<file path="config.mk">
export PLATFORM = sky130hd
export DESIGN_NAME = pipe_ctrl
export DESIGN_NICKNAME = d
export VERILOG_FILES = /design/src/source/pipe_pkg.sv /design/src/source/stage_if.sv /design/src/source/opdec.sv /design/src/source/hazard.sv /design/src/source/ir_pipe.sv /design/src/source/pipe_ctrl.sv
export VERILOG_INCLUDE_DIRS = /design/src /design/src/source
export SDC_FILE = /design/constraint.sdc
export NUM_CORES = 1
export LEC_CHECK = 0
export BUFFER_PORTS_ARGS = -buffer_cell sky130_fd_sc_hd__buf_2
export CAP_MARGIN = 20
export CORE_MARGIN = 2
export CORE_UTILIZATION = 50
export DETAILED_ROUTE_END_ITERATION = 8
export MAX_ROUTING_LAYER = met4
export PLACE_DENSITY = 0.77
export SYNTH_ARGS = -nofsm -noshare
export SYNTH_HDL_FRONTEND = slang
export SYNTH_HIERARCHICAL = 1
export SYNTH_SLANG_ARGS = --single-unit
export TNS_END_PERCENT = 5
</file>
<file path="constraint.sdc">
create_clock -name clk -period 3.1 [get_ports clk]
set_input_delay 0.465 -clock clk [delete_from_list [all_inputs] [get_ports clk]]
set_output_delay 0.465 -clock clk [all_outputs]
set_load 0.05 [all_outputs]
</file>
<file path="src/source/pipe_cfg.svh">
`ifndef PIPE_CFG_SVH
`define PIPE_CFG_SVH

// Instruction word layout
`define PIPE_IW        32
`define PIPE_OP_HI     31
`define PIPE_OP_LO     27
`define PIPE_RD_HI     26
`define PIPE_RD_LO     22
`define PIPE_RS1_HI    21
`define PIPE_RS1_LO    17
`define PIPE_IMM_BIT   16
`define PIPE_RS2_HI    15
`define PIPE_RS2_LO    11
`define PIPE_NOP_WORD  {`PIPE_IW{1'b0}}

`endif

</file>
<file path="src/source/pipe_pkg.sv">
`include "pipe_cfg.svh"

package pipe_pkg;

	// Opcode encodings, codes above op_hlt are undefined
	typedef enum logic [4:0] {
		op_noop = 5'd0,
		op_add,
		op_sub,
		op_or,
		op_and,
		op_not,
		op_xor,
		op_cmp,
		op_br,
		op_jmp,
		op_ld,
		op_ldi,
		op_ldx,
		op_st,
		op_stx,
		op_hlt  = 5'd15
	} opcode_t;

	// Decoded instruction class flags
	typedef struct packed {
		logic add;
		logic sub;
		logic cmp;
		logic br;
		logic jmp;
		logic ld;
		logic ldi;
		logic ldx;
		logic st;
		logic stx;
		logic hlt;
		// add through cmp
		logic alu;
		// ALU ops that write a register
		logic alu_wr;
		// Condition code writers
		logic cc_wr;
	} op_class_t;

	typedef logic [`PIPE_IW-1:0] instr_t;

endpackage

</file>
<file path="src/source/stage_if.sv">
`timescale 1ns/100ps

interface stage_if (
	input logic clk,
	input logic arst_n
);
	import pipe_pkg::*;

	// Stage words from the instruction pipe
	instr_t ir2;
	instr_t ir3;
	instr_t ir4;
	instr_t ir5;

	// Pipe control levels from the hazard unit
	logic   pause2;
	logic   pause3;
	logic   nop2;

	modport pipe (output ir2, ir3, ir4, ir5, input pause2, pause3, nop2);
	modport hz (input clk, arst_n, ir2, ir3, ir4, ir5, output pause2, pause3, nop2);

endinterface

</file>
<file path="src/source/opdec.sv">
`timescale 1ns/100ps

module opdec (
	input  pipe_pkg::opcode_t   op,
	output pipe_pkg::op_class_t cls
);
	import pipe_pkg::*;

	always_comb begin
		cls = '0;
		case (op)
			op_add: begin
				cls.add    = 1'b1;
				cls.alu    = 1'b1;
				cls.alu_wr = 1'b1;
				cls.cc_wr  = 1'b1;
			end
			op_sub: begin
				cls.sub    = 1'b1;
				cls.alu    = 1'b1;
				cls.alu_wr = 1'b1;
				cls.cc_wr  = 1'b1;
			end
			op_or, op_and, op_not, op_xor: begin
				cls.alu    = 1'b1;
				cls.alu_wr = 1'b1;
			end
			// Compare only sets the condition code
			op_cmp: begin
				cls.cmp   = 1'b1;
				cls.alu   = 1'b1;
				cls.cc_wr = 1'b1;
			end
			op_br:   cls.br  = 1'b1;
			op_jmp:  cls.jmp = 1'b1;
			op_ld:   cls.ld  = 1'b1;
			op_ldi:  cls.ldi = 1'b1;
			op_ldx:  cls.ldx = 1'b1;
			op_st:   cls.st  = 1'b1;
			op_stx:  cls.stx = 1'b1;
			op_hlt:  cls.hlt = 1'b1;
			// noop and undefined codes have no class
			default: cls = '0;
		endcase
	end

endmodule

</file>
<file path="src/source/hazard.sv">
`timescale 1ns/100ps

`include "pipe_cfg.svh"

module hazard (
	input  logic cond2,
	input  logic cond3,
	input  logic cond4,
	stage_if.hz  stg,
	output logic fetch_stall,
	output logic alux_z4_sel,
	output logic alux_pc4_sel,
	output logic alux_z5_sel,
	output logic aluy_z4_sel,
	output logic aluy_pc4_sel,
	output logic aluy_z5_sel,
	output logic md4_z4_sel,
	output logic md4_pc4_sel,
	output logic md4_z5_sel,
	output logic rf_fwd_rs1,
	output logic rf_fwd_rs2,
	output logic rf_fwd_rd,
	output logic mem_fwd_st
);
	import pipe_pkg::*;

	op_class_t  c2, c3, c4, c5;
	logic [4:0] d2, d3, d4, d5;
	logic [4:0] s12, s22, s13, s23;
	logic       imm2, imm3, imm4, imm5;
	logic       wb4, jl4, wb5;
	logic       use1, use1p, use2, st_any3;
	logic       ld_any3, ld_any4, corner;
	logic       pause2, pause3, nop2;

	opdec u_dec2 (.op(opcode_t'(stg.ir2[`PIPE_OP_HI:`PIPE_OP_LO])), .cls(c2));
	opdec u_dec3 (.op(opcode_t'(stg.ir3[`PIPE_OP_HI:`PIPE_OP_LO])), .cls(c3));
	opdec u_dec4 (.op(opcode_t'(stg.ir4[`PIPE_OP_HI:`PIPE_OP_LO])), .cls(c4));
	opdec u_dec5 (.op(opcode_t'(stg.ir5[`PIPE_OP_HI:`PIPE_OP_LO])), .cls(c5));

	// Register fields of each stage
	assign d2   = stg.ir2[`PIPE_RD_HI:`PIPE_RD_LO];
	assign d3   = stg.ir3[`PIPE_RD_HI:`PIPE_RD_LO];
	assign d4   = stg.ir4[`PIPE_RD_HI:`PIPE_RD_LO];
	assign d5   = stg.ir5[`PIPE_RD_HI:`PIPE_RD_LO];
	assign s12  = stg.ir2[`PIPE_RS1_HI:`PIPE_RS1_LO];
	assign s22  = stg.ir2[`PIPE_RS2_HI:`PIPE_RS2_LO];
	assign s13  = stg.ir3[`PIPE_RS1_HI:`PIPE_RS1_LO];
	assign s23  = stg.ir3[`PIPE_RS2_HI:`PIPE_RS2_LO];
	assign imm2 = stg.ir2[`PIPE_IMM_BIT];
	assign imm3 = stg.ir3[`PIPE_IMM_BIT];
	assign imm4 = stg.ir4[`PIPE_IMM_BIT];
	assign imm5 = stg.ir5[`PIPE_IMM_BIT];

	// Result producers in stages 4 and 5
	assign wb4 = c4.alu_wr | c4.ldi;
	assign jl4 = c4.jmp & imm4;
	assign wb5 = c5.alu_wr | c5.ld | c5.ldx | c5.ldi | (c5.jmp & imm5);

	// Operand consumers in stage 3
	assign use1    = c3.alu | c3.ldx | c3.stx | c3.jmp;
	assign use1p   = c3.alu | c3.ldx | c3.stx | (c3.jmp & imm3);
	assign use2    = c3.alu & ~imm3;
	assign st_any3 = c3.st | c3.stx;

	assign ld_any3 = c3.ld | c3.ldx | c3.ldi;
	assign ld_any4 = c4.ld | c4.ldx | c4.ldi;

	// Load-use, the loaded value is not ready until stage 5
	assign pause3 = (c4.ld | c4.ldx)
		& (((d4 == s13) & use1p) | (use2 & (d4 == s23)));

	// ALU op in stage 2 needing both loads at once
	assign corner = c2.alu & ld_any3 & ld_any4
		& (((d3 == s12) & (d4 == s22)) | ((d3 == s22) & (d4 == s12)));

	assign pause2 = pause3 | (c2.br & c3.cc_wr) | corner;

	// Squash the fetched word on control flow changes
	assign nop2 = c2.jmp | c3.jmp | c4.jmp
		| c2.hlt | c3.hlt | c4.hlt | c5.hlt
		| (cond2 & ~c3.cc_wr)
		| (c3.br & cond3)
		| (c4.br & cond4);

	assign stg.pause2 = pause2;
	assign stg.pause3 = pause3;
	assign stg.nop2   = nop2;
	assign fetch_stall = pause2;

	// Execute X operand
	assign alux_z4_sel  = (d4 == s13) & use1 & wb4;
	assign alux_pc4_sel = (d4 == s13) & use1 & jl4;
	assign alux_z5_sel  = (d5 == s13) & use1 & wb5;

	// Execute Y operand, register form only
	assign aluy_z4_sel  = (d4 == s23) & use2 & wb4;
	assign aluy_pc4_sel = (d4 == s23) & use2 & jl4;
	assign aluy_z5_sel  = (d5 == s23) & use2 & wb5;

	// Store data
	assign md4_z4_sel  = st_any3 & (d4 == d3) & wb4;
	assign md4_pc4_sel = st_any3 & (d4 == d3) & jl4;
	assign md4_z5_sel  = st_any3 & (d5 == d3) & wb5;

	// Bypass around the register file read in stage 2
	assign rf_fwd_rs1 = (d5 == s12) & (c2.alu | c2.ldx | c2.stx) & wb5;
	assign rf_fwd_rs2 = (d5 == s22) & c2.alu & ~imm2 & wb5;
	assign rf_fwd_rd  = (d5 == d2) & (c2.st | c2.stx) & wb5;

	// Load directly followed by a store of the same register
	assign mem_fwd_st = (d5 == d4) & (c5.ld | c5.ldx) & (c4.st | c4.stx);

	// Bubble in stage 4 ends a load-use stall after one cycle
	a_pause3_one_cycle: assert property (
		@(posedge stg.clk) disable iff (!stg.arst_n) pause3 |=> !pause3
	);

	a_outputs_known: assert property (
		@(posedge stg.clk) disable iff (!stg.arst_n)
		!$isunknown({fetch_stall, alux_z4_sel, alux_pc4_sel, alux_z5_sel,
			aluy_z4_sel, aluy_pc4_sel, aluy_z5_sel, md4_z4_sel, md4_pc4_sel,
			md4_z5_sel, rf_fwd_rs1, rf_fwd_rs2, rf_fwd_rd, mem_fwd_st})
	);

endmodule

</file>
<file path="src/source/ir_pipe.sv">
`timescale 1ns/100ps

`include "pipe_cfg.svh"

module ir_pipe (
	input  logic              clk,
	input  logic              arst_n,
	input  pipe_pkg::instr_t  instr_in,
	stage_if.pipe             stg
);
	import pipe_pkg::*;

	instr_t ir2_q;
	instr_t ir3_q;
	instr_t ir4_q;
	instr_t ir5_q;

	always_ff @(posedge clk or negedge arst_n) begin
		if (!arst_n) begin
			ir2_q <= `PIPE_NOP_WORD;
			ir3_q <= `PIPE_NOP_WORD;
			ir4_q <= `PIPE_NOP_WORD;
			ir5_q <= `PIPE_NOP_WORD;
		end else begin
			// Write-back stage always advances
			ir5_q <= ir4_q;
			if (stg.pause3) begin
				// Bubble into memory stage, front holds
				ir4_q <= `PIPE_NOP_WORD;
			end else if (stg.pause2) begin
				// Bubble into execute, decode holds
				ir4_q <= ir3_q;
				ir3_q <= `PIPE_NOP_WORD;
			end else begin
				ir4_q <= ir3_q;
				ir3_q <= ir2_q;
				if (stg.nop2) begin
					ir2_q <= `PIPE_NOP_WORD;
				end else begin
					ir2_q <= instr_in;
				end
			end
		end
	end

	assign stg.ir2 = ir2_q;
	assign stg.ir3 = ir3_q;
	assign stg.ir4 = ir4_q;
	assign stg.ir5 = ir5_q;

	// Decode word must survive a stall from the hazard unit
	a_ir2_hold: assert property (
		@(posedge clk) disable iff (!arst_n) stg.pause2 |=> $stable(ir2_q)
	);

endmodule

</file>
<file path="src/source/pipe_ctrl.sv">
`timescale 1ns/100ps

module pipe_ctrl (
	input  logic              clk,
	input  logic              arst_n,
	input  pipe_pkg::instr_t  instr_in,
	input  logic              cond2,
	input  logic              cond3,
	input  logic              cond4,
	output logic              fetch_stall,
	output pipe_pkg::instr_t  ir2,
	output pipe_pkg::instr_t  ir3,
	output pipe_pkg::instr_t  ir4,
	output pipe_pkg::instr_t  ir5,
	output logic              alux_z4_sel,
	output logic              alux_pc4_sel,
	output logic              alux_z5_sel,
	output logic              aluy_z4_sel,
	output logic              aluy_pc4_sel,
	output logic              aluy_z5_sel,
	output logic              md4_z4_sel,
	output logic              md4_pc4_sel,
	output logic              md4_z5_sel,
	output logic              rf_fwd_rs1,
	output logic              rf_fwd_rs2,
	output logic              rf_fwd_rd,
	output logic              mem_fwd_st
);

	stage_if stg (
		.clk    (clk),
		.arst_n (arst_n)
	);

	ir_pipe u_ir_pipe (
		.clk      (clk),
		.arst_n   (arst_n),
		.instr_in (instr_in),
		.stg      (stg.pipe)
	);

	hazard u_hazard (
		.cond2        (cond2),
		.cond3        (cond3),
		.cond4        (cond4),
		.stg          (stg.hz),
		.fetch_stall  (fetch_stall),
		.alux_z4_sel  (alux_z4_sel),
		.alux_pc4_sel (alux_pc4_sel),
		.alux_z5_sel  (alux_z5_sel),
		.aluy_z4_sel  (aluy_z4_sel),
		.aluy_pc4_sel (aluy_pc4_sel),
		.aluy_z5_sel  (aluy_z5_sel),
		.md4_z4_sel   (md4_z4_sel),
		.md4_pc4_sel  (md4_pc4_sel),
		.md4_z5_sel   (md4_z5_sel),
		.rf_fwd_rs1   (rf_fwd_rs1),
		.rf_fwd_rs2   (rf_fwd_rs2),
		.rf_fwd_rd    (rf_fwd_rd),
		.mem_fwd_st   (mem_fwd_st)
	);

	// Stage words out to the datapath
	assign ir2 = stg.ir2;
	assign ir3 = stg.ir3;
	assign ir4 = stg.ir4;
	assign ir5 = stg.ir5;

endmodule

</file>
==> impl_results.html <==
<table>
<tr><th>Metric</th><th>Value</th></tr>
<tr><th colspan="2">Run status</th></tr>
<tr><td>Run status</td><td>complete, but fails checks</td></tr>
<tr><td>Failing checks</td><td>design-rule violations</td></tr>
<tr><th colspan="2">Worst setup path</th></tr>
<tr><td>Startpoint kind of the worst setup timing path</td><td>flop</td></tr>
<tr><td>Kind of critical path</td><td>reg -&gt; out</td></tr>
<tr><td>Critical path fanouts, max</td><td>8</td></tr>
<tr><td>Worst Path Required</td><td>2630 ps</td></tr>
<tr><td>Critical Path Sink Type</td><td>output pin</td></tr>
<tr><td>Arrival time at the worst endpoint</td><td>2570 ps</td></tr>
<tr><th colspan="2">CTS</th></tr>
<tr><td>Buffer depth of the longest clock path</td><td>2</td></tr>
<tr><td>H-tree depth</td><td>4</td></tr>
<tr><td>Clock latency reported for the late side of the worst-skew pair</td><td>420 ps</td></tr>
<tr><td>TritonCTS Sinks</td><td>128</td></tr>
<tr><td>Worst-path clk slew</td><td>60 ps</td></tr>
<tr><td>Inserted Clock Buffers</td><td>17</td></tr>
<tr><td>Clock root buffer</td><td>sky130_fd_sc_hd__clkbuf_16</td></tr>
<tr><td>Clock tree from TritonCTS</td><td>done</td></tr>
<tr><th colspan="2">Die</th></tr>
<tr><td>Die Footprint</td><td>12700 µm²</td></tr>
<tr><td>Num ports</td><td>179</td></tr>
<tr><td>Rows</td><td>39</td></tr>
<tr><td>Starting Density</td><td>51.5%</td></tr>
<tr><td>Area of the placeable core</td><td>11500 µm²</td></tr>
<tr><td>DIE HEIGHT</td><td>113 µm</td></tr>
<tr><td>Chip width</td><td>113 µm</td></tr>
<tr><th colspan="2">Layout</th></tr>
<tr><td>Footprint of the multi-input gates</td><td>2460 µm²</td></tr>
<tr><td>FILL cells</td><td>869</td></tr>
<tr><td>NumNets Final</td><td>727</td></tr>
<tr><td>Sequential cell area</td><td>3210 µm²</td></tr>
<tr><td>Final standard cell utilization of the core</td><td>65.2%</td></tr>
<tr><td>Area growth syn-to-layout</td><td>26.6%</td></tr>
<tr><td>Diode insertion count for antenna repair</td><td>0</td></tr>
<tr><td>Final instance count without filler cells</td><td>846</td></tr>
<tr><td>Share of post-route cells with drive strength above 1</td><td>38.1%</td></tr>
<tr><th colspan="2">STA</th></tr>
<tr><td>Highest clock frequency the design can meet</td><td>329 MHz</td></tr>
<tr><td>Time the final worst path needs with I/O delays and setup</td><td>3040 ps</td></tr>
<tr><td>Pin slew with the least headroom to its limit</td><td>582 ps</td></tr>
<tr><td>Portion of the clock cycle consumed by the worst path in the final layout</td><td>98.0%</td></tr>
<tr><td>Number of max-slew violations in the final report</td><td>0</td></tr>
<tr><td>Fin Clk Skew</td><td>14.9 ps</td></tr>
<tr><td>Number of setup violations in the final report</td><td>0</td></tr>
<tr><td>Hold Vio Cnt, Final</td><td>0</td></tr>
<tr><td>Max transition margin</td><td>61.2%</td></tr>
<tr><th colspan="2">GRT</th></tr>
<tr><td>Overall overflow remaining after global route</td><td>0</td></tr>
<tr><td>Largest net degree at the start of global routing</td><td>107</td></tr>
<tr><td>Tot GR Track Use</td><td>25.9%</td></tr>
<tr><td>Vias in the first global route</td><td>4716</td></tr>
<tr><td>Initial antenna violation count</td><td>0</td></tr>
<tr><td>Global-route wire length before repair</td><td>25000 µm</td></tr>
<tr><th colspan="2">Detailed routing</th></tr>
<tr><td>Antenna viol nets, final</td><td>0</td></tr>
<tr><td>Starting DRC count in detailed routing</td><td>457</td></tr>
<tr><td>Routed vias</td><td>4730</td></tr>
<tr><td>Via-per-instance ratio</td><td>5.59</td></tr>
<tr><td>Detailed Route WL</td><td>15700 µm</td></tr>
<tr><td>DRC violation count after routing</td><td>11</td></tr>
<tr><td>Number of detailed-route iterations in the first pass</td><td>9</td></tr>
<tr><td>Post-DR wirelength/cell</td><td>18.6 µm</td></tr>
<tr><th colspan="2">Logic synthesis</th></tr>
<tr><td>Syn_nets</td><td>559</td></tr>
<tr><td>Number of standard cells after synthesis</td><td>522</td></tr>
<tr><td>Synthesized area per cell</td><td>11.4 µm²</td></tr>
<tr><td>Area of the mapped netlist</td><td>5930 µm²</td></tr>
<tr><td>Number of warnings printed during yosys synthesis</td><td>6</td></tr>
<tr><th colspan="2">Placement</th></tr>
<tr><td>Cell Count Post-Placement</td><td>812</td></tr>
<tr><td>Final weighted congestion of routability-driven global placement</td><td>0.916</td></tr>
<tr><td>Port-buffer cells</td><td>178</td></tr>
<tr><td>DP HPWL</td><td>11100 µm</td></tr>
<tr><th colspan="2">Flow run</th></tr>
<tr><td>Max capacitance violation total</td><td>0</td></tr>
<tr><th colspan="2">Worst hold path</th></tr>
<tr><td>Hold/Removal Path Class</td><td>in -&gt; reg</td></tr>
</table>
[critical path: stages (launching register included)]
cell	delay, ps
sky130_fd_sc_hd__dfrtp_2	450
sky130_fd_sc_hd__or3b_4	460
sky130_fd_sc_hd__nor2_4	180
sky130_fd_sc_hd__nor4_2	100
sky130_fd_sc_hd__or4_1	560
sky130_fd_sc_hd__nor4_2	160
sky130_fd_sc_hd__buf_4	240
[state kept, by name, summed over array words and instances (netlist names)]
signal / count
u_ir_pipe/stg.ir5: 32
u_ir_pipe/stg.ir3: 32
u_ir_pipe/stg.ir2: 32
u_ir_pipe/stg.ir4: 32
[cell type report]
type	instances	share of cell area (%)
clock buffers	21	6.27
clock inverters	11	1.73
inverters	5	0.250
multi-input cells	347	32.8
flip-flops and latches	128	42.8
well taps	143	2.38
repair buffers	191	13.8
[timing repair]
action / in CTS / in global routing
pin swaps: 0 / 2
hold endpoints to repair: 22 / 0
resized for setup: 5 / 22
setup buffers: 0 / 1
hold buffers: 1 / 0
setup endpoints to repair: 2 / 3
[metal layers]
metal,vias to the layer above,wire length (µm),track usage (%)
li1,2143,-,-
met1,2335,6730,34.3
met2,219,7600,39.7
met3,33,1050,6.48
met4,0,320,8.54
met5,-,0,-
[path summary, 6_finish.rpt]
check / cells past startpoint / slack, ps / to / start
hold / removal: 3 / 290 / u_ir_pipe/stg.ir2[6] / instr_in[6]
setup / recovery: 6 / 60 / alux_z5_sel / u_ir_pipe/stg.ir3[27]
hold reg to reg: 0 / 360 / u_ir_pipe/stg.ir5[12] / u_ir_pipe/stg.ir4[12]
setup reg to reg: 8 / 440 / u_ir_pipe/stg.ir3[17] / u_ir_pipe/stg.ir3[30]
max in group asynchronous: 3 / 1720 / u_ir_pipe/stg.ir4[22] / arst_n
min in group asynchronous: 2 / 510 / u_ir_pipe/stg.ir2[30] / arst_n
[cells in the final DEF, fill, tap and decap left out, types with 4 or more instances in the layout]
cell                           n
sky130_fd_sc_hd__nand2b_1     37
sky130_fd_sc_hd__buf_4        12
sky130_fd_sc_hd__dfrtp_1     122
sky130_fd_sc_hd__or3b_1        4
sky130_fd_sc_hd__xor2_1       44
sky130_fd_sc_hd__o21ai_2      10
sky130_fd_sc_hd__nand3b_1      4
sky130_fd_sc_hd__nand2_1       6
sky130_fd_sc_hd__dfrtp_2       6
sky130_fd_sc_hd__nand4_1       5
sky130_fd_sc_hd__nor4_2        6
sky130_fd_sc_hd__xnor2_1      23
sky130_fd_sc_hd__nor2_1       21
sky130_fd_sc_hd__clkbuf_16    17
sky130_fd_sc_hd__nor3_2        7
sky130_fd_sc_hd__nor3_1       13
sky130_fd_sc_hd__inv_1         4
sky130_fd_sc_hd__clkinvlp_4    4
sky130_fd_sc_hd__o21ai_0      37
sky130_fd_sc_hd__a22o_1       31
sky130_fd_sc_hd__buf_2       174
sky130_fd_sc_hd__o21ai_1      21
sky130_fd_sc_hd__nor4_1        8
sky130_fd_sc_hd__nor2b_1      33
[stage by stage]
stage               hold WS (ps)  setup WS [ps]  setup TNS [ps]  instance area [µm²]
floorplan                    169           -306            -838                 5930
global placement             353            222               0                 6780
detailed placement           353            313               0                 6800
CTS                          277           2.31               0                 7420
global route                 283          -34.5           -48.5                 7510
finish                       287           62.7               0                 7510
Power is left out: the tool's default activity adds up to more than one toggle a clock period on the data nets, which glitch-free logic cannot reach.
